[src/hdl/asic_pkg.sv]
// Shared widths and constants; the RAM is 1 MB, so page numbers stop at 31 and the ROM sits in page 16
package asic_pkg;

	// ==================================================
	// Bus widths
	// ==================================================
	localparam int CPU_ADDR_W = 16;
	localparam int DATA_W     = 8;
	localparam int RAM_ADDR_W = 20;

	// 16 KB page number within the 1 MB RAM
	typedef logic [4:0] page_t;

	// ROM0 and ROM1 share this page, split by CPU address bit 15
	localparam page_t ROM_PAGE = 5'd16;

	// ==================================================
	// I/O port numbers (low byte of the CPU address)
	// ==================================================
	localparam logic [7:0] PORT_LPTD = 8'hE8;
	localparam logic [7:0] PORT_LPTS = 8'hE9;
	localparam logic [7:0] PORT_STAT = 8'hF9;
	localparam logic [7:0] PORT_LMPR = 8'hFA;
	localparam logic [7:0] PORT_HMPR = 8'hFB;
	localparam logic [7:0] PORT_MIDI = 8'hFD;
	localparam logic [7:0] PORT_BRDR = 8'hFE;

	// ==================================================
	// MIDI and audio
	// ==================================================
	// One byte time in 1 MHz ticks (10 bits at 31.25 kbaud)
	localparam int MIDI_BYTE_TICKS = 320;
	// Interrupt raised this many ticks before the byte ends
	localparam int MIDI_INT_TICK   = 15;

	localparam int AUDIO_W = 16;

endpackage
[src/hdl/page_mapper.sv]
// Purely combinational; cpu_addr must be stable for the whole access, and only 32 RAM pages exist
module page_mapper
	import asic_pkg::*;
(
	input  logic [CPU_ADDR_W-1:0] cpu_addr,
	input  logic [DATA_W-1:0]     lmpr,
	input  logic [DATA_W-1:0]     hmpr,
	output logic [RAM_ADDR_W-1:0] ram_addr,
	output logic                  wr_allow
);

	localparam int OFFS_W = 14;

	logic [1:0]        region;
	logic [OFFS_W-1:0] offset;
	logic              rom0_sel;
	logic              rom1_sel;
	logic              rom_sel;
	logic              ram_wp;
	page_t             page;

	assign region = cpu_addr[CPU_ADDR_W-1 -: 2];
	assign offset = cpu_addr[OFFS_W-1:0];

	// ROM0 is paged in while LMPR bit 5 is low, ROM1 while LMPR bit 6 is high
	assign rom0_sel = !lmpr[5] && (region == 2'd0);
	assign rom1_sel = lmpr[6] && (region == 2'd3);
	assign rom_sel  = rom0_sel || rom1_sel;

	// Region 0 write protect
	assign ram_wp = lmpr[7] && (region == 2'd0);

	// Upper half of each pair is the next page up, wrapping at 31
	always_comb begin
		case (region)
			2'd0:    page = lmpr[4:0];
			2'd1:    page = lmpr[4:0] + 5'd1;
			2'd2:    page = hmpr[4:0];
			default: page = hmpr[4:0] + 5'd1;
		endcase
	end

	always_comb begin
		if (rom_sel)
			ram_addr = {ROM_PAGE, cpu_addr[CPU_ADDR_W-1], offset};
		else
			ram_addr = {1'b0, page, offset};
	end

	assign wr_allow = !rom_sel && !ram_wp;

endmodule

[config.mk]
export PLATFORM = sky130hd
export DESIGN_NAME = page_mapper
export DESIGN_NICKNAME = d
export VERILOG_FILES = /design/src/hdl/asic_pkg.sv /design/src/hdl/page_mapper.sv
export SDC_FILE = /design/constraint.sdc
export NUM_CORES = 1
export LEC_CHECK = 0
export ABC_CLOCK_PERIOD_IN_PS = 4300
export BUFFER_PORTS_ARGS = -buffer_cell sky130_fd_sc_hd__buf_2
export CAP_MARGIN = 0
export CELL_PAD_IN_SITES_DETAIL_PLACEMENT = 1
export CELL_PAD_IN_SITES_GLOBAL_PLACEMENT = 1
export CORE_UTILIZATION = 23
export DETAILED_ROUTE_END_ITERATION = 8
export PLACE_DENSITY_LB_ADDON = 0.15
export SETUP_SLACK_MARGIN = 0.02
export SLEW_MARGIN = 20
export SYNTH_ARGS = -nofsm -noshare
export SYNTH_HDL_FRONTEND = slang
export SYNTH_SLANG_ARGS = --single-unit
[constraint.sdc]
create_clock -name vclk -period 4.3
set_input_delay 0.43 -clock vclk [all_inputs]
set_output_delay 0.43 -clock vclk [all_outputs]
set_load 0.005 [all_outputs]
Word-level counts from Yosys, hierarchy flattened
Index checks and enable logic that the tools add are counted.
{"block": "op_classes", "n_addsub": 2, "n_eq_ne": 3, "mux": 2, "reduce_logical": 9}
{"op": "two-way mux 20 bit", "count": 1}
{"op": "one-hot mux 5 bit (3 select lines)", "count": 1}
{"op": "adder 5 x 1 -> 5 bit (second input constant)", "count": 2}
{"op": "equality test 2 bit (second input constant)", "count": 2}
{"op": "logical AND 1 bit", "count": 4}
{"op": "zero test 1 bit", "count": 3}
{"op": "equality test 2 x 1 -> 1 bit (second input constant)", "count": 1}
{"op": "zero test 2 bit", "count": 1}
{"op": "logical OR 1 bit", "count": 1}
{"block": "word_totals", "register_bits": 0, "input_bits": 32}

Longest topological paths before layout
{"block": "logic_depth", "depth_word": 5, "mapped_depth": 7, "mapped_depth_nobuf": 6}

Worst setup path after synthesis
No wires, ideal clock.
{"block": "synth_path", "path_type": "input to output", "start": "input cpu_addr[15]", "end": "output ram_addr[18]", "arrival_time_ns": 1.634, "required_time_ns": 3.870, "setup_slack_ns": 2.236, "stages": 7, "path_buffers": 1, "cell_sequence": "buf_6 > nand2b_4 > mux2_4 > ha_1 > o21ai_2 > xnor2_1 > a221oi_2"}
{"block": "synth_via", "elab_chain_cells": 4}
{"item": "from (decl)", "line": "page_mapper.sv:5", "source": "input logic [CPU_ADDR_W-1:0] cpu_addr,"}
{"item": "parallel branches: the longest is 3 deep, another holds one-hot mux 5 bit (3 select lines)"}
{"item": "two-way mux 20 bit (*)", "line": "page_mapper.sv:44", "source": "if (rom_sel)"}
{"item": "to (decl)", "line": "page_mapper.sv:8", "source": "output logic [RAM_ADDR_W-1:0] ram_addr,"}
Every way passes the cells marked *.

Worst setup path in the final report
Same ends and word-level chain as after synthesis.

==> results.toml <==
[placed_design]
portBuffers = 22
preCtsSetupSlack_ns = 1.794
gp_congestion = 0.7304
placed_area_um2 = 449.2
place_inst = 92
dpl.hpwl_um = 907.4

[global_route]
grt-ovfl-total = 0
grt_pass1_wl_mm = 1.607
antenna_found_initial = 0
grt_pass1_vias = 348
track_usage = 0.09943
grt_max_degree = 17
busiest_layer = "met2"
met1_usage = 0.1395
grt_use_met2 = 0.1771
gr-usage-met3 = 0.003968

[pwr]
power_mw = 0.04743
peakVddDrop_mv = 0.02143
powerDensity_nw_per_um2 = 105.6
p_leak_nw = 0.2284

[logic_synthesis]
synth_area_per_cell_um2 = 7.011
synthTopCellsByCount = "15 x buf_4, 8 x nor2_1, 6 x nand2_1"
synth_cells = 63
yosysTopAreaCellShare = 0.2550
yosysMostFrequentCell = "buf_4"
yosysUniqueCellTypes = 23
ys_seq_area_frac = 0
synth_area_leaders = "buf_4 25%, mux2i_1 11%, nor2_1 6.8%"
yosys_warnings = 0
synth.largest_area_cell = "buf_4"
syn_nets = 96
syn_area_um2 = 441.7

[floorplan]
coreArea_um2 = 1764
die_y_um = 45.82
die_w_um = 45.82
die_area_um2 = 2099
ioPinCount = 53
fp-row-count = 15
initial_core_util = 0.2504

[cells_and_area]
clkbuf_count = 0
drive_above_1_share = 0.4179
final_util = 0.2546
final_cells = 92
final_area_um2 = 449.2
syn_to_final_growth_pct = 1.700
fill_cells = 244
seq_cells = 0
antenna_cells = 0
seqCellArea_um2 = 0
num-nets-final = 102

[worst_setup_path]
cp.arrival_ns = 2.05
critPathBufInv = 2
slowest_delay_ns = 0.32
cp-end-kind = "primary output"
path_delay_family = "buffers and inverters"
cp_slowest_cell = "mux2_4"
crit_path_max_fanout = 15
crit_chain = "buf_2 > nand2b_4 > mux2_4 > ha_1 > o21ai_2 > xnor2_1 > a221oi_2 > buf_2"
cp_common_cell = "buf_2"
criticalPathCategory = "input pin to primary output"
start_kind = "input pin"
crit_required_ns = 3.87

[drt]
routedWlPerCell_um = 11.50
route.detailed.drc = 0
first_iter_violations = 1
dr.pass1.iters = 3
route.vias.total = 423
ant_nets = 0
vias_per_cell = 4.598
wirelength_mm = 1.058

[clock_network]
cts_setup_buffers = 0
cts_resized = 0
hold_buffers = 0

[timing]
worst_pin_slew_ns = 0.3362
setup_viol = 0
max_freq_mhz = 403.1
finalWorstSetupSlack_ns = 1.819
fin_crit_ns = 2.481
totalNegativeSetupSlack_ns = 0
hold_violations = 0
max_slew_margin = 0.7759
slew_viol_final = 0
rsz0062_at_grt = "no"
period_share = 0.5770
whs_ns = 0.8600

[min_path]
hp-class = "input pin to primary output"

[run_status]
outcome = "complete, no violations"

[run]
drv_cap = 0
path summary, 6_finish.rpt:
path         start           end  slack, ns  cells after the start
min   cpu_addr[12]  ram_addr[12]       0.86                      0
max   cpu_addr[15]  ram_addr[18]       1.82                      8
cell usage in the layout (no fill, tap or decap), drive strengths merged:
cell	n
mux2	2
nor2	8
a211oi	1
nand2b	1
inv	1
mux2i	5
ha	1
a21oi	5
and3	1
nand3	1
and3b	2
xnor2	2
buf	22
a22oi	1
o21ai	5
a221oi	1
nand3b	2
nand2	6
power breakdown:
part | switching, mW | internal [mW]
combinational | 0.0240 | 0.0234
sequential | 0 | 0
clock | 0 | 0
total | 0.0240 | 0.0234
metal layers:
layer | vias to the layer above | share of wire
met5 | - | 0
met4 | 0 | 0
met3 | 0 | 0.072
met2 | 15 | 0.48
met1 | 197 | 0.45
li1 | 211 | -
cell type report:
cell class / instances / area (µm²) / area share
inverters: 1 / 3.754 / 0.008357
repair buffers: 22 / 110.1 / 0.2451
multi-input cells: 44 / 304.0 / 0.6769
well taps: 25 / 31.28 / 0.06964
logic make-up (layout without fill, tap and decap cells):
group | count (synthesis) | after routing | synth area share
AND/OR/NAND/NOR | 21 | 21 | 0.2493
buffers and inverters | 19 | 23 | 0.3116
AO/OA/AOI/OAI | 13 | 13 | 0.1983
multiplexers | 7 | 7 | 0.1728
XOR/XNOR | 2 | 2 | 0.03967
adder cells (fa/ha/maj) | 1 | 1 | 0.02832
(Power assumes the default switching activity.)
