==> src/hdl/asic_pkg.sv <==
// Shared widths and constants; the RAM is 1 MB, so page numbers stop at 31 and the ROM sits in page 16
package asic_pkg;

	// ==================================================
	// Bus widths
	// ==================================================
	localparam int CPU_ADDR_W = 16;
	localparam int DATA_W     = 8;
	localparam int RAM_ADDR_W = 20;

	// 16 KB page number within the 1 MB RAM
	typedef logic [4:0] page_t;

	// ROM0 and ROM1 share this page, split by CPU address bit 15
	localparam page_t ROM_PAGE = 5'd16;

	// ==================================================
	// I/O port numbers (low byte of the CPU address)
	// ==================================================
	localparam logic [7:0] PORT_LPTD = 8'hE8;
	localparam logic [7:0] PORT_LPTS = 8'hE9;
	localparam logic [7:0] PORT_STAT = 8'hF9;
	localparam logic [7:0] PORT_LMPR = 8'hFA;
	localparam logic [7:0] PORT_HMPR = 8'hFB;
	localparam logic [7:0] PORT_MIDI = 8'hFD;
	localparam logic [7:0] PORT_BRDR = 8'hFE;

	// ==================================================
	// MIDI and audio
	// ==================================================
	// One byte time in 1 MHz ticks (10 bits at 31.25 kbaud)
	localparam int MIDI_BYTE_TICKS = 320;
	// Interrupt raised this many ticks before the byte ends
	localparam int MIDI_INT_TICK   = 15;

	localparam int AUDIO_W = 16;

endpackage
==> src/hdl/midi_tx.sv <==
// Timing model only, no serial line; TICK_DIV must give a 1 MHz tick from clk_sys
module midi_tx
	import asic_pkg::*;
#(
	parameter int TICK_DIV = 96
)
(
	input  logic clk_sys,
	input  logic reset,
	input  logic midi_wr,
	output logic int_midi,
	output logic midi_busy
);

	localparam int DIV_W  = (TICK_DIV > 1) ? $clog2(TICK_DIV) : 1;
	localparam int TIME_W = $clog2(MIDI_BYTE_TICKS);

	logic [DIV_W-1:0]  div_cnt;
	logic              tick;
	logic [TIME_W-1:0] tx_time;
	logic              pending;

	assign tick = (div_cnt == DIV_W'(TICK_DIV - 1));

	always_ff @(posedge clk_sys) begin
		if (reset) begin
			div_cnt   <= '0;
			tx_time   <= '0;
			pending   <= 1'b0;
			int_midi  <= 1'b0;
			midi_busy <= 1'b0;
		end else begin
			div_cnt <= tick ? '0 : div_cnt + 1'b1;

			if (tick) begin
				if (tx_time != '0) begin
					tx_time <= tx_time - 1'b1;
					if (tx_time == TIME_W'(MIDI_INT_TICK))
						int_midi <= 1'b1;
				end else begin
					// Byte time over, start the next one if queued
					int_midi  <= 1'b0;
					midi_busy <= pending;
					if (pending) begin
						tx_time <= TIME_W'(MIDI_BYTE_TICKS - 1);
						pending <= 1'b0;
					end
				end
			end

			// A new write wins over the clear above
			if (midi_wr)
				pending <= 1'b1;
		end
	end

endmodule

==> config.mk <==
export PLATFORM = sky130hd
export DESIGN_NAME = midi_tx
export DESIGN_NICKNAME = d
export VERILOG_FILES = /design/src/hdl/asic_pkg.sv /design/src/hdl/midi_tx.sv
export SDC_FILE = /design/constraint.sdc
export NUM_CORES = 1
export LEC_CHECK = 0
export ABC_CLOCK_PERIOD_IN_PS = 2400
export BUFFER_PORTS_ARGS = -buffer_cell sky130_fd_sc_hd__buf_4
export CAP_MARGIN = 30
export CELL_PAD_IN_SITES_DETAIL_PLACEMENT = 1
export CELL_PAD_IN_SITES_GLOBAL_PLACEMENT = 1
export CORE_UTILIZATION = 44
export CTS_CLUSTER_SIZE = 28
export DETAILED_ROUTE_END_ITERATION = 8
export HOLD_SLACK_MARGIN = 0.03
export PLACE_DENSITY = 0.76
export SLEW_MARGIN = 20
export SYNTH_ARGS = -nofsm -noshare
export SYNTH_HDL_FRONTEND = slang
export SYNTH_SLANG_ARGS = --single-unit
==> constraint.sdc <==
create_clock -name clk_sys -period 2.4 [get_ports clk_sys]
set_input_delay 0.36 -clock clk_sys [delete_from_list [all_inputs] [get_ports clk_sys]]
set_output_delay 0.36 -clock clk_sys [all_outputs]
set_load 0.005 [all_outputs]
---- Word-level counts from Yosys, hierarchy flattened ----
Index checks and enable logic that the tools add are counted.
cells by class
  add/sub/neg operators ................... 2
  equality and inequality tests ........... 4
  mux-type cells .......................... 7
  bitwise gates (word level) .............. 1
  reduce and logical (&&, ||, !) cells .... 8
operators with widths
  cell                                                  count
  two-way mux 9 bit                                     2
  equality test 9 x 4 -> 1 bit (second input constant)  1
  nonzero test 9 bit                                    1
  subtractor 9 x 1 -> 9 bit (second input constant)     1
  AND reduction 2 bit                                   4
  adder 7 x 1 -> 7 bit (second input constant)          1
  equality test 7 bit (second input constant)           1
  two-way mux 1 bit                                     5
  nonzero test 2 bit                                    2
  != test 2 x 1 -> 1 bit (second input constant)        1
  != test 2 bit (second input constant)                 1
  OR reduction 2 bit                                    1
  NOT 1 bit                                             1
word-level totals
  register bits after elaboration ......... 19
  input bits .............................. 3
  output and inout bits ................... 2
  word-level logic and storage cells ...... 27

---- Logic depth before layout (Yosys ltp) ----
  depth in word-level cells ............... 4
  gate-level depth with buffers ........... 6
  gate-level depth less buffers ........... 6

---- Least setup slack after synthesis ----
OpenSTA, ideal clock, no wires.
  path type ............................... flip-flop to flip-flop
  from .................................... reg tx_time[0]
  to ...................................... reg tx_time[6]
  library setup time ...................... 70 ps
  arrival ................................. 1,906 ps
  data required time ...................... 2,330 ps
  setup slack ............................. 425 ps
  cell stages (with the launch flop) ...... 7
  buffers on the path ..................... 0
  period minus slack after synthesis ...... 1,975 ps
  cell sequence ........................... dfxtp_1 -> inv_1 -> ha_1 -> or3b_4 -> or3_4 -> or4_1 -> a21oi_1
between the ends
  cells in the longest elaborated chain, start to end .. 3
  elaborated cells on any way between the ends .. 5
  those cells by class .................... add/sub: 1; mux: 1; reduce/logical: 3
ends and longest elaborated chain
  element                                                            RTL line       RTL
  start, declared                                                    midi_tx.sv:20  logic [TIME_W-1:0] tx_time;
  start signal, assigned                                             midi_tx.sv:37  tx_time <= tx_time - 1'b1;
  start signal, assigned                                             midi_tx.sv:45  tx_time <= TIME_W'(MIDI_BYTE_TICKS - 1);
  branches (longest 3 deep; another with subtractor 9 x 1 -> 9 bit)  -
Several ways; the timed one is not identified.
A chain may end at the register's enable or synchronous reset.

---- Final worst setup path ----
Ends and elaborated chain as after synthesis.

==> key figures <==
CTS
  – CTS hold repair buffers: 0
  – CTS tree: built
  – Clk Latency, worst-skew pair: 0.30 ns
  – CTS buffer count: 3
  – Root Buffer: clkbuf_4
  – PostCTS Resize Cnt: 0
  – Postcts setup bufs: 0
  – Clk sink count: 19
  – Longest Clk Path Bufs: 2
  – CTS H-Tree Depth: 1
  – Clock-pin transition on the worst setup and hold timing paths: about 0.12 ns

Die
  – Die span in y: approximately 48 um
  – Die W: just under 50 um
  – Core area: 1980 um^2
  – Initial Utilization: 47.3%
  – Floorplan row count: 16
  – IO Count: 5
  – Die area: approximately 2300 um^2

Timing
  – Fin. Hold Viols: 0
  – Max Slew Vio Count: 0
  – Slew headroom: 58.4%
  – F_max: about 470 MHz
  – Tmin final: 2.15 ns
  – Period utilization: 89.4%
  – RSZ-0062 raised after global routing: no
  – Final Setup Violations: 0
  – Worst hold slack: 0.292 ns
  – Setup TNS Final: 0 ns
  – Worst-Margin Slew: 0.621 ns
  – Worst Clk Skew: 0.00708 ns

Synth
  – Synth warnings: 0
  – FFs w/ async S/R, synth: 0%
  – Dominant synthesized flop cell: dfxtp_1
  – Leading area contributor after synthesis: dfxtp_1
  – Seq cells post-synth: 19
  – Synth cell types: 36
  – Synthesized area: 937 um^2
  – Syn Nets: 114
  – Ranking of synthesized cells by area: dfxtp_1, nor3_1, a21oi_1, ha_1, nor2_1
  – Top cell type's share of synthesized area: 40.6%
  – Syn Inst Count: 108
  – Syn avg cell area: 8.68 um^2
  – Post-synth EDFFs: 0
  – Sequential share of the synthesized area: about two fifths

Global route
  – Global-route wire length before repair: 3.49 mm
  – GRT Util Overall: ~22%
  – Congestion Overflow GR: 0
  – Largest net degree at the start of global routing: 20
  – Vias in the first global route: between 700 and 800
  – Initial antenna violation count: 0

Routing
  – Antenna-violating nets left: 0
  – Final WL: around 2.1 mm
  – Vias: 823
  – Drt first-iter violations: 15
  – Via density: 5.92
  – DR pass1 iterations: 4
  – Wire per inst: 15.4 um
  – Drt drc: 0

Finish
  – Most frequent cells in the layout: dfxtp_1, nor2_1, nor3_1
  – Seq. cell area: 380 um^2
  – Antenna diodes: 0
  – Number of fill cells: 233
  – Final net count: between 100 and 150
  – Area Growth Syn to Fin: 8.55%
  – Commonest non-fill, non-tap cell in the layout: dfxtp_1
  – Multi-input gate area: 523 um^2
  – Layout cells sized above 1: between 10% and 20%

Setup path
  – CP top delay family: simple AND/OR/NAND/NOR gates
  – Critical Path RT: 2.64 ns
  – CP max stage delay: 0.50 ns
  – Buf+Inv Stages, Crit Path: 1
  – R2R setup slack: 0.25 ns
  – Setup CP Type: reg -> reg
  – CP max stage cell: or4_1
  – Critical path capture point type: register
  – Critical-path cell list: inv_1 > ha_1 > or3b_4 > or3_4 > or4_1 > a21oi_1
  – Worst EP arrival: 2.38 ns
  – Crit Path Max Fanout: 6
  – Setup crit start kind: register

Power and ir drop
  – Switching Share: 24.2%
  – VDD IR-drop max: around 0.00026 V
  – Seq pwr share: a little over three fifths
  – Clock network fraction of design power: 32.2%
  – Leakage power: 0.381 nW
  – Net Switching: 0.125 mW
  – Logic pwr share: 5.0%
  – Pwr dens: 510 nW/um^2
  – Int Power: 0.393 mW

Place
  – I/O Buffers: 4
  – Post-DP HPWL: between 1 and 1.5 mm
  – Final Wtd Congestion: 0.760

Outcome
  – Status: completed

Flow run
  – Total of max-cap violations: 0

Min path
  – Tightest Hold Check Type: in -> reg
==> power by group through the flow <==
stage          Combinational, mW  Sequential, mW  Clock (mW)
6_report                  0.0257           0.326       0.167
5_1_grt                   0.0284           0.327       0.187
4_1_cts                   0.0257           0.326       0.176
3_5_place_dp              0.0255           0.333           0
3_3_place_gp              0.0248           0.333           0
2_1_floorplan             0.0188           0.332           0
==> worst min-delay path: cells and delay by family <==
| kind | cells | cell delay [ns] |
|---|---|---|
| buffers and inverters | 2 | 0.11 |
| AO/OA/AOI/OAI | 1 | 0.10 |
==> path summary, 6_finish.rpt <==
path	to	cells past startpoint	start
worst max-delay path	tx_time[6]	6	tx_time[0]
worst min-delay path	pending	3	midi_wr
worst max register to register	tx_time[6]	6	tx_time[0]
worst min register to register	div_cnt[0]	1	div_cnt[0]
==> metrics by stage <==
step	util [%]	instances	power (mW)	setup slack (ns)	instance area [um^2]
floorplan	-	108	0.350	0.425	937
global placement	49.9	135	0.358	0.376	990
detailed placement	49.9	135	0.359	0.316	990
CTS	51.3	139	0.527	0.269	1020
global route	51.3	139	0.542	0.171	1020
finish	51.3	139	0.519	0.254	1020
==> Yosys cell counts (3+ instances only) <==
| cell type | count |
|---|---|
| or4_1 | 4 |
| a21oi_1 | 8 |
| dfxtp_1 | 19 |
| clkbuf_1 | 4 |
| inv_1 | 4 |
| nor2_1 | 9 |
| nor3_1 | 9 |
| ha_1 | 3 |
| nand3_1 | 6 |
| nor4_1 | 3 |
==> registers in the layout (all words and copies together), names as in the netlist <==
name,cells
int_midi,1
tx_time,9
pending,1
midi_busy,1
div_cnt,7
==> metal layers <==
layer,wire [um],GRT usage [%],vias to the layer above,part of all wire [%]
li1,-,-,412,-
met1,1090,31.3,398,51
met2,976,31.5,9,46
met3,45,4.44,4,2.1
met4,28,11.7,0,1.3
met5,0,0,-,0
==> logic make-up (layout without fill, tap and decap cells) <==
family                   count (synthesis)  after routing  share of synthesized area (%)
AO/OA/AOI/OAI                           19             19                           12.5
flip-flops                              19             19                           40.6
AND/OR/NAND/NOR                         51             51                           32.2
adder cells (fa/ha/maj)                  3              3                           4.01
multiplexers                             3              3                           3.34
buffers and inverters                    9             13                           3.60
XOR/XNOR                                 4              4                           3.74
==> final cells by class <==
class | instances | share of cell area [%]
multi-input cells | 80 | 51.4
flip-flops and latches | 19 | 37.4
repair buffers | 5 | 3.69
well taps | 27 | 3.32
clock buffers | 3 | 2.21
inverters | 4 | 1.48
clock inverters | 1 | 0.492
No activity file was read; power rests on OpenSTA's default activity.
