===== src/hdl/asic_pkg.sv =====
// Shared widths and constants; the RAM is 1 MB, so page numbers stop at 31 and the ROM sits in page 16
package asic_pkg;

	// ==================================================
	// Bus widths
	// ==================================================
	localparam int CPU_ADDR_W = 16;
	localparam int DATA_W     = 8;
	localparam int RAM_ADDR_W = 20;

	// 16 KB page number within the 1 MB RAM
	typedef logic [4:0] page_t;

	// ROM0 and ROM1 share this page, split by CPU address bit 15
	localparam page_t ROM_PAGE = 5'd16;

	// ==================================================
	// I/O port numbers (low byte of the CPU address)
	// ==================================================
	localparam logic [7:0] PORT_LPTD = 8'hE8;
	localparam logic [7:0] PORT_LPTS = 8'hE9;
	localparam logic [7:0] PORT_STAT = 8'hF9;
	localparam logic [7:0] PORT_LMPR = 8'hFA;
	localparam logic [7:0] PORT_HMPR = 8'hFB;
	localparam logic [7:0] PORT_MIDI = 8'hFD;
	localparam logic [7:0] PORT_BRDR = 8'hFE;

	// ==================================================
	// MIDI and audio
	// ==================================================
	// One byte time in 1 MHz ticks (10 bits at 31.25 kbaud)
	localparam int MIDI_BYTE_TICKS = 320;
	// Interrupt raised this many ticks before the byte ends
	localparam int MIDI_INT_TICK   = 15;

	localparam int AUDIO_W = 16;

endpackage

===== src/hdl/mem_arbiter.sv =====
// CPU requests always win; the one-entry loader buffer assumes no two loader strobes in a row
module mem_arbiter
	import asic_pkg::*;
(
	input  logic                  clk_sys,
	input  logic                  reset,

	input  logic                  mem_rd,
	input  logic                  mem_wr,
	input  logic [RAM_ADDR_W-1:0] ram_addr,
	input  logic                  wr_allow,
	input  logic [DATA_W-1:0]     cpu_wdata,

	input  logic                  load_wr,
	input  logic [RAM_ADDR_W-1:0] load_addr,
	input  logic [DATA_W-1:0]     load_data,

	output logic                  ram_en,
	output logic                  ram_we,
	output logic [RAM_ADDR_W-1:0] ram_a,
	output logic [DATA_W-1:0]     ram_d,
	input  logic [DATA_W-1:0]     ram_q,

	output logic [DATA_W-1:0]     mem_rdata,
	output logic                  mem_rvalid
);

	logic                  cpu_req;
	logic                  issue_buf;
	logic                  issue_load;
	logic                  buf_load;
	logic                  lbuf_valid;
	logic [RAM_ADDR_W-1:0] lbuf_addr;
	logic [DATA_W-1:0]     lbuf_data;
	logic                  rd_p1;
	logic                  rd_p2;

	// Protected writes never take the RAM slot
	assign cpu_req    = mem_rd || (mem_wr && wr_allow);
	assign issue_buf  = !cpu_req && lbuf_valid;
	assign issue_load = !cpu_req && !lbuf_valid && load_wr;
	// Loader write parks whenever the slot is taken
	assign buf_load   = load_wr && !issue_load;

	always_ff @(posedge clk_sys) begin
		if (reset) begin
			ram_en     <= 1'b0;
			ram_we     <= 1'b0;
			lbuf_valid <= 1'b0;
			rd_p1      <= 1'b0;
			rd_p2      <= 1'b0;
		end else begin
			ram_en     <= cpu_req || issue_buf || issue_load;
			ram_we     <= cpu_req ? mem_wr : (issue_buf || issue_load);
			lbuf_valid <= buf_load || (lbuf_valid && !issue_buf);
			// Read tag, one stage for the request and one for the RAM
			rd_p1      <= mem_rd;
			rd_p2      <= rd_p1;
		end
	end

	always_ff @(posedge clk_sys) begin
		if (cpu_req) begin
			ram_a <= ram_addr;
			ram_d <= cpu_wdata;
		end else if (issue_buf) begin
			ram_a <= lbuf_addr;
			ram_d <= lbuf_data;
		end else begin
			ram_a <= load_addr;
			ram_d <= load_data;
		end

		if (buf_load) begin
			lbuf_addr <= load_addr;
			lbuf_data <= load_data;
		end
	end

	assign mem_rdata  = ram_q;
	assign mem_rvalid = rd_p2;

endmodule


===== config.mk =====
export PLATFORM = sky130hd
export DESIGN_NAME = mem_arbiter
export DESIGN_NICKNAME = d
export VERILOG_FILES = /design/src/hdl/asic_pkg.sv /design/src/hdl/mem_arbiter.sv
export SDC_FILE = /design/constraint.sdc
export NUM_CORES = 1
export LEC_CHECK = 0
export ABC_AREA = 1
export BUFFER_PORTS_ARGS = -buffer_cell sky130_fd_sc_hd__clkbuf_2
export CORE_MARGIN = 8
export CORE_UTILIZATION = 49
export CTS_CLUSTER_SIZE = 8
export DETAILED_ROUTE_END_ITERATION = 10
export GPL_TIMING_DRIVEN = 0
export PLACE_DENSITY = 0.84
export SETUP_SLACK_MARGIN = 0.2
export SYNTH_ARGS = -nofsm -noshare
export SYNTH_HDL_FRONTEND = slang
export SYNTH_SLANG_ARGS = --single-unit

===== constraint.sdc =====
create_clock -name clk_sys -period 3.3 [get_ports clk_sys]
set_input_delay 0 -clock clk_sys [delete_from_list [all_inputs] [get_ports clk_sys]]
set_output_delay 0 -clock clk_sys [all_outputs]
set_load 0.005 [all_outputs]

After elaboration in Yosys (flattened, before gate mapping). Index checks and enable logic that the tools add are counted.

Reductions and logical operators: 15. Muxes and demuxes: 5.

Operators with widths (count): $mux W20 (2); $mux W8 (2); $logic_and A1 B1 Y1 (6); $logic_or A1 B1 Y1 (5); $logic_not A1 Y1 (4); $mux W1 (1).

Logic and storage cells: 29. Input bits: 70. Output and inout port bits: 39. Flip-flop bits (word level): 61.

Longest topological paths before layout. Gate-level depths: netlist of run 1.

Word-level depth: 8. Gate-level depth with buffers: 6. Depth with buffers taken out: 5.

Worst setup path after synthesis of run 1. OpenSTA, ideal clock, no wires.

Path kind: register -> register. Start: register lbuf_valid. End: register lbuf_addr[0], enable pin. Path buffers: 0. Cell stages (with the launch flop): 5. Required time: 2.917 ns. Library setup time: 0.383 ns. Slack: 1.817 ns. Data arrival time: 1.100 ns. Period minus slack after synthesis: 1.483 ns. Cell sequence: dfxtp_1 -> inv_1 -> nand3_2 -> nand2_1 -> inv_1.

Word-level cells in the longest chain between the ends: 5.

Ends and longest elaborated chain: start: declaration (line mem_arbiter.sv:32) `logic lbuf_valid;`; start signal: assignment (line mem_arbiter.sv:55) `lbuf_valid <= buf_load || (lbuf_valid && !issue_buf);`; $logic_not A1 Y1 (line mem_arbiter.sv:41) `assign issue_load = !cpu_req && !lbuf_valid && load_wr;`; $logic_and A1 B1 Y1 (2 in a row) (line mem_arbiter.sv:41); $logic_not A1 Y1 (line mem_arbiter.sv:43) `assign buf_load = load_wr && !issue_load;`; $logic_and A1 B1 Y1 (line mem_arbiter.sv:43); named net buf_load (line mem_arbiter.sv:31) `logic buf_load;`; end signal: assignment (line mem_arbiter.sv:75) `lbuf_addr <= load_addr;`; end: declaration (line mem_arbiter.sv:33) `logic [RAM_ADDR_W-1:0] lbuf_addr;`.

The timed path passes the listed nets, and every way through them passes these cells. A chain may end at the register's enable or synchronous reset.

Worst setup path in the final report of run 1.
Start: register lbuf_valid. End: register lbuf_addr[3], enable pin.

The elaborated chain is that of the path after synthesis.

==> flow_summary_export.csv, run 1 <==
group,metric,value,unit
place,dpl_cell_area,2840,sq um
pwr,leakagePower,1.74,nW
worst_setup_path,cp.required,3250,ps
grt,grt_use_total,20.8,%
worst_setup_path,crit_buf_inv,2,
timing,max_freq,0.563,GHz
finish,final_net_count,455,
clock_network,post_cts_resized,0,
pwr,power,1.94,mW
finish,area_growth,61.5,%
detailed_routing,dr_wl_met2,3.72,mm
worst_setup_path,cp_top_family,"buffers and inverters",
logic_synthesis,synth_nets,285,
detailed_routing,ant_nets,0,
clock_network,clock_latency,330,ps
floorplanning,start_util,51.6,%
pwr,internal_power,1.51,mW
logic_synthesis,yosys.area.top_type,"edfxtp_1",
timing,setup_viol_count_final,0,
logic_synthesis,synthCells,215,
status,outcome,"completed",
finish,layout.cells.non_filler,442,
detailed_routing,top_layer_used,"met4",
detailed_routing,totalWireLength,7.21,mm
pwr,power_density,529,nW/um^2
clock_network,cts_tree,"built",
timing,maxSlewViolCount,0,
floorplanning,fp.dieH,84.2,um
worst_setup_path,cp-end-kind,"register",
timing,final_hold_viol_count,0,
grt,grt_pass1_vias,2424,
detailed_routing,first_pass_iters,5,
detailed_routing,drt_iter0_markers,152,
grt,grt_overflow,0,
timing,min_period,1780,ps
worst_setup_path,cp_slowest_stage_delay,800,ps
clock_network,clk_pin_slew_worst_paths,70,ps
place,place_inst,367,
logic_synthesis,synth.distinct_cells,15,
clock_network,numClockSinks,61,
worst_setup_path,r2r_slack,1520,ps
floorplanning,die_width,84.2,um
worst_setup_path,path_cells,"inv_1 -> nand3_2 -> nand2_1 -> inv_1",
floorplanning,coreArea,4410,sq um
place,dp_slack,1520,ps
place,routabilityCongestion,0.739,
finish,design_area,3680,sq um
timing,fin_worst_skew,4.32,ps
logic_synthesis,synth_top_area_share,36.9,%
pwr,p_clk_share,41.1,%
pwr,switching_share,22.3,%
logic_synthesis,syn_area_per_cell,10.6,sq um
pwr,power_frac_seq,45.0,%
clock_network,htree_levels,3,
clock_network,cts_hold_buf,59,
logic_synthesis,synth_most_common_cell,"nand2_1",
timing,setup_ws,1520,ps
grt,grt_max_degree,29,
logic_synthesis,yosys-top-cells-area,"edfxtp_1 (37%), dfxtp_1 (29%), nand2_1 (9.9%)",
worst_setup_path,cp_max_fo,28,
timing,slew_headroom,26.4,%
detailed_routing,drcViolationCount,0,
floorplanning,dieArea,7080,sq um
timing,setup_tns,0,ps
timing,rsz0062_at_grt,"false",
floorplanning,fp-row-count,24,
worst_setup_path,crit_slowest_cell,"inv_1",
pwr,switchingPower,434,uW
logic_synthesis,synthTopCellsByCount,"nand2_1 (60), dfxtp_1 (33), nand4_1 (29)",
job,cap_violations,0,
grt,antenna_found_initial,0,
timing,worst_pin_slew,1100,ps
detailed_routing,met3WireLength,577,um
finish,layout-drive-gt1-share,35.9,%
finish,final_core_utilization,83.3,%
pwr,p_comb_share,13.9,%
logic_synthesis,synth-main-ff-cell,"dfxtp_1",
place,port_buffers,100,
worst_setup_path,cp_common_cell,"inv_1",
pwr,ir_drop,0.000327,V
clock_network,cts_buffers,9,
place,dp_hpwl,4.34,mm
logic_synthesis,synth_area,2280,sq um
clock_network,cts-root-buf,"clkbuf_8",
hold_path,hold_class,"input port to register",
timing,hold_slack,56.8,ps
logic_synthesis,synth_seq_cells,61,
floorplanning,boundaryPins,109,
worst_setup_path,arrival,1730,ps
finish,n_antenna_cell,0,
timing,finalCritPeriodShare,53.8,%
detailed_routing,wl_per_cell,16.3,um
logic_synthesis,synth-edff-count,28,
detailed_routing,via_count,2264,
clock_network,clock_path_buffers,2,
worst_setup_path,cp-start-kind,"register",
logic_synthesis,yosysSeqAreaShare,66.0,%
detailed_routing,wl_met1,2.83,mm
grt,grt_pass1_wl,12.0,mm
clock_network,cts_setup_buffers,0,
worst_setup_path,critPathKind,"register to register",
logic_synthesis,synth_async_sr_flop_share,0,%
logic_synthesis,yosys_warnings,0,
detailed_routing,viasPerCell,5.12,
-- area by class of cell --
cell class              count  area [sq um]
inverters                   8          32.5
repair buffers            159          1090
well taps                  52          65.1
multi-input cells         124           583
clock inverters             3          63.8
flip-flops and latches     61          1500
clock buffers              13           180
plain buffers              22           159
fillers                   252           738
-- placed cells by master (no fill, tap or decap) --
cell and n:
a21oi_1 1, edfxtp_1 28, nand4_1 29, buf_2 7, bufinv_16 2, nand2_1 60, nand3_1 28, clkbuf_8 11
clkbuf_16 1, nand2_2 1, inv_4 1, inv_2 1, clkinv_1 1, dlygate4sd3_1 59, nand3_2 1, dfxtp_1 33
clkbuf_1 1, buf_4 12, nor2_1 4, inv_1 6, clkbuf_2 100, buf_6 3
-- registers in the layout, indices dropped and copies added, names as in the netlist, 8 cells and up --
register,flops
lbuf_addr,20
lbuf_data,8
ram_a,20
ram_d,8
-- worst paths after layout --
| kind | from | end | cells after the start |
|---|---|---|---|
| setup / recovery | lbuf_valid | lbuf_addr[3] | 4 |
| hold reg to reg | rd_p1 | mem_rvalid | 2 |
| hold / removal | mem_rd | ram_en | 5 |
| setup reg to reg | lbuf_valid | lbuf_addr[3] | 4 |
-- layer usage --
| metal | vias to the layer above | global-route usage, % |
|---|---|---|
| met2 | 107 | 36.4 |
| met1 | 1067 | 22.6 |
| met4 | 0 | 6.59 |
| met5 | - | 0 |
| li1 | 1080 | - |
| met3 | 10 | 7.92 |
-- cell families after synthesis --
logic type | after synthesis | share of synthesized area, %
buffers and inverters | 30 | 8.41
AO/OA/AOI/OAI | 1 | 0.220
AND/OR/NAND/NOR | 123 | 25.4
flip-flops | 61 | 66.0
-- worst min-delay path: cells and delay by family --
family | cells | cell delay (ps)
AND/OR/NAND/NOR | 2 | 140
buffers and inverters | 3 | 210
-- power groups by stage --
stage | sequential (mW) | combinational (mW) | clock [mW]
after global placement | 0.886 | 0.205 | 0
after global routing | 0.879 | 0.299 | 0.837
final | 0.875 | 0.270 | 0.798
after detailed placement | 0.889 | 0.209 | 0
after floorplan | 0.892 | 0.0935 | 0
after CTS | 0.873 | 0.266 | 0.800
Note: power is estimated with default switching activity, not from simulation.
==> run 2: changes to the inputs <==
ABC_AREA = 0   (was 1)
CORE_UTILIZATION = 43   (was 49)
PLACE_DENSITY = 0.76   (was 0.84)
clock period = 1.6 ns   (was 3.3 ns; I/O delays follow)
==> run 2 against run 1 <==
Via count is 21% lower. Critical path depth stayed put. Flip-flop and latch count stayed put. Sequential power is 100% higher. First-iteration DRC count is 63% lower. Power is 98% higher. Clock skew is 5.2 ps higher. Core utilization is 14 points lower. Setup slack worse by 1200 ps. Routed wire length is 7.7% lower.
==> flow_summary_export.csv, run 2 <==
group,metric,value,unit
status,outcome,"completed",
floorplanning,boundaryPins,109,
timing,setup_viol_count_final,0,
grt,grt_max_degree,15,
floorplanning,coreArea,5820,sq um
finish,reg_top3,"lbuf_addr (20), ram_a (20)",
logic_synthesis,synth_async_sr_flop_share,0,%
finish,layout_common_cells,"clkbuf_2 (100), dlygate4sd3_1 (60), mux2_4 (52), dfxtp_1 (32), edfxtp_1 (28)",
logic_synthesis,synthTopCellsByCount,"mux2_4 (52), dfxtp_1 (33), edfxtp_1 (28)",
timing,rsz0062_at_grt,"false",
finish,layout.cells.non_filler,399,
pwr,leakagePower,1.86,nW
logic_synthesis,synth-edff-count,28,
timing,slew_headroom,79.0,%
worst_setup_path,cp-start-kind,"register",
finish,n_antenna_cell,0,
logic_synthesis,synth_most_common_cell,"mux2_4",
pwr,ir_drop,0.000622,V
floorplanning,start_util,43.7,%
finish,final_core_utilization,69.0,%
logic_synthesis,yosysSeqAreaShare,59.1,%
timing,maxSlewViolCount,0,
clock_network,cts-root-buf,"clkbuf_8",
floorplanning,fp.dieH,92.9,um
finish,layout_commonest_cell,"clkbuf_2",
place,routabilityCongestion,0.713,
detailed_routing,first_pass_iters,4,
logic_synthesis,synth-main-ff-cell,"dfxtp_1",
clock_network,numClockSinks,61,
timing,hold_slack,67.6,ps
worst_setup_path,cp_max_fo,10,
grt,grt_overflow,0,
detailed_routing,totalWireLength,6.65,mm
clock_network,clock_path_buffers,2,
timing,worst_pin_slew,316,ps
logic_synthesis,synth_seq_cells,61,
worst_setup_path,arrival,1520,ps
grt,grt_use_total,15.6,%
clock_network,clk_pin_slew_worst_paths,70,ps
timing,setup_ws,289,ps
detailed_routing,via_count,1797,
place,dp_hpwl,4.19,mm
timing,min_period,1310,ps
finish,layout-drive-gt1-share,59.3,%
clock_network,clock_latency,320,ps
finish,final_net_count,389,
grt,antenna_found_initial,0,
worst_setup_path,cp-end-kind,"register",
place,port_buffers,100,
grt,grt_pass1_wl,10.5,mm
detailed_routing,drt_iter0_markers,57,
finish,fillers,414,
pwr,power_density,961,nW/um^2
logic_synthesis,yosys-top-cells-area,"edfxtp_1 (33%), mux2_4 (31%), dfxtp_1 (26%)",
timing,max_freq,0.763,GHz
place,dp_slack,-234,ps
worst_setup_path,cp.required,1810,ps
job,cap_violations,0,
hold_path,hold_class,"input port to register",
detailed_routing,drcViolationCount,0,
timing,final_hold_viol_count,0,
pwr,power,3.85,mW
logic_synthesis,yosys.area.top_type,"edfxtp_1",
detailed_routing,wl_per_cell,16.7,um
clock_network,cts_buffers,9,
floorplanning,fp-row-count,28,
place,place_inst,319,
finish,area_growth,57.8,%
timing,fin_worst_skew,9.53,ps
timing,finalCritPeriodShare,81.9,%
clock_network,cts_tree,"built",
clock_network,htree_levels,3,
worst_setup_path,critPathKind,"register to register",
logic_synthesis,synth_nets,214,
logic_synthesis,synth_top_area_share,33.1,%
place,dpl_cell_area,3150,sq um
floorplanning,die_width,92.9,um
logic_synthesis,syn_area_per_cell,17.6,sq um
grt,grt_pass1_vias,2088,
logic_synthesis,synth_area,2540,sq um
finish,design_area,4010,sq um
timing,setup_tns,0,ps
detailed_routing,ant_nets,0,
logic_synthesis,synth.distinct_cells,16,
floorplanning,dieArea,8630,sq um
detailed_routing,viasPerCell,4.50,
logic_synthesis,yosys_warnings,0,
logic_synthesis,synthCells,144,
run 2: cell types whose count changed in the layout (fill, tap and decap cells not counted), sizes merged, moves of 3 or more:
cell,delta
nand2,-61
mux2,+56
nand3,-29
nand4,-29
inv,-7
buf,-4
nor2,-3
run 2: final timing paths:
kind | endpoint | from | slack (ps) | depth (start not counted)
hold / removal | ram_we | load_wr | 70 | 3
setup / recovery | ram_a[14] | lbuf_valid | 290 | 4
setup reg to reg | ram_a[14] | lbuf_valid | 290 | 4
hold reg to reg | mem_rvalid | rd_p1 | 460 | 1
run 2: per-layer routing:
layer	GRT usage [%]	part of all wire, %	vias up
li1	-	-	870
met3	3.72	4.7	12
met1	15.7	38	847
met4	8.86	1.9	0
met2	28.8	56	68
met5	0	0	-
run 2: cells by family (layout without fill, tap and decap cells):
family | after synthesis | count (layout) | share of synthesized area, %
buf+inv | 16 | 195 | 5.86
mux | 56 | 56 | 32.5
simple gates | 4 | 4 | 0.837
compound gates | 7 | 8 | 1.72
flops | 61 | 61 | 59.1
run 2: worst max-delay path, cell delays in order (launching register included):
cell     delay [ps]
dfxtp_2         320
buf_6           140
buf_8           170
mux2_4          310
mux2_4          260
run 2: where the power goes:
group / switching [mW] / internal [mW] / leakage (nW)
logic: 0.242 / 0.453 / 1.22
clock network: 0.569 / 0.797 / 0.100
registers: 0.0322 / 1.76 / 0.545
total: 0.843 / 3.01 / 1.86
run 2: final cells by class:
type,instances,area (sq um),area share [%]
Buffer,15,149,3.71
Clock buffer,12,155,3.87
Tap cell,75,93.8,2.34
Multi-Input combinational cell,68,921,23.0
Sequential cell,61,1500,37.5
Timing Repair Buffer,163,1140,28.3
Clock inverter,4,46.3,1.15
Inverter,1,6.26,0.156
run 2: timing repair:
action	4_1_cts	5_1_grt
hold buffers	60	0
setup buffers	3	0
endpoints found under the setup margin	28	0
gates resized for setup	1	0
endpoints found under the hold margin	61	0
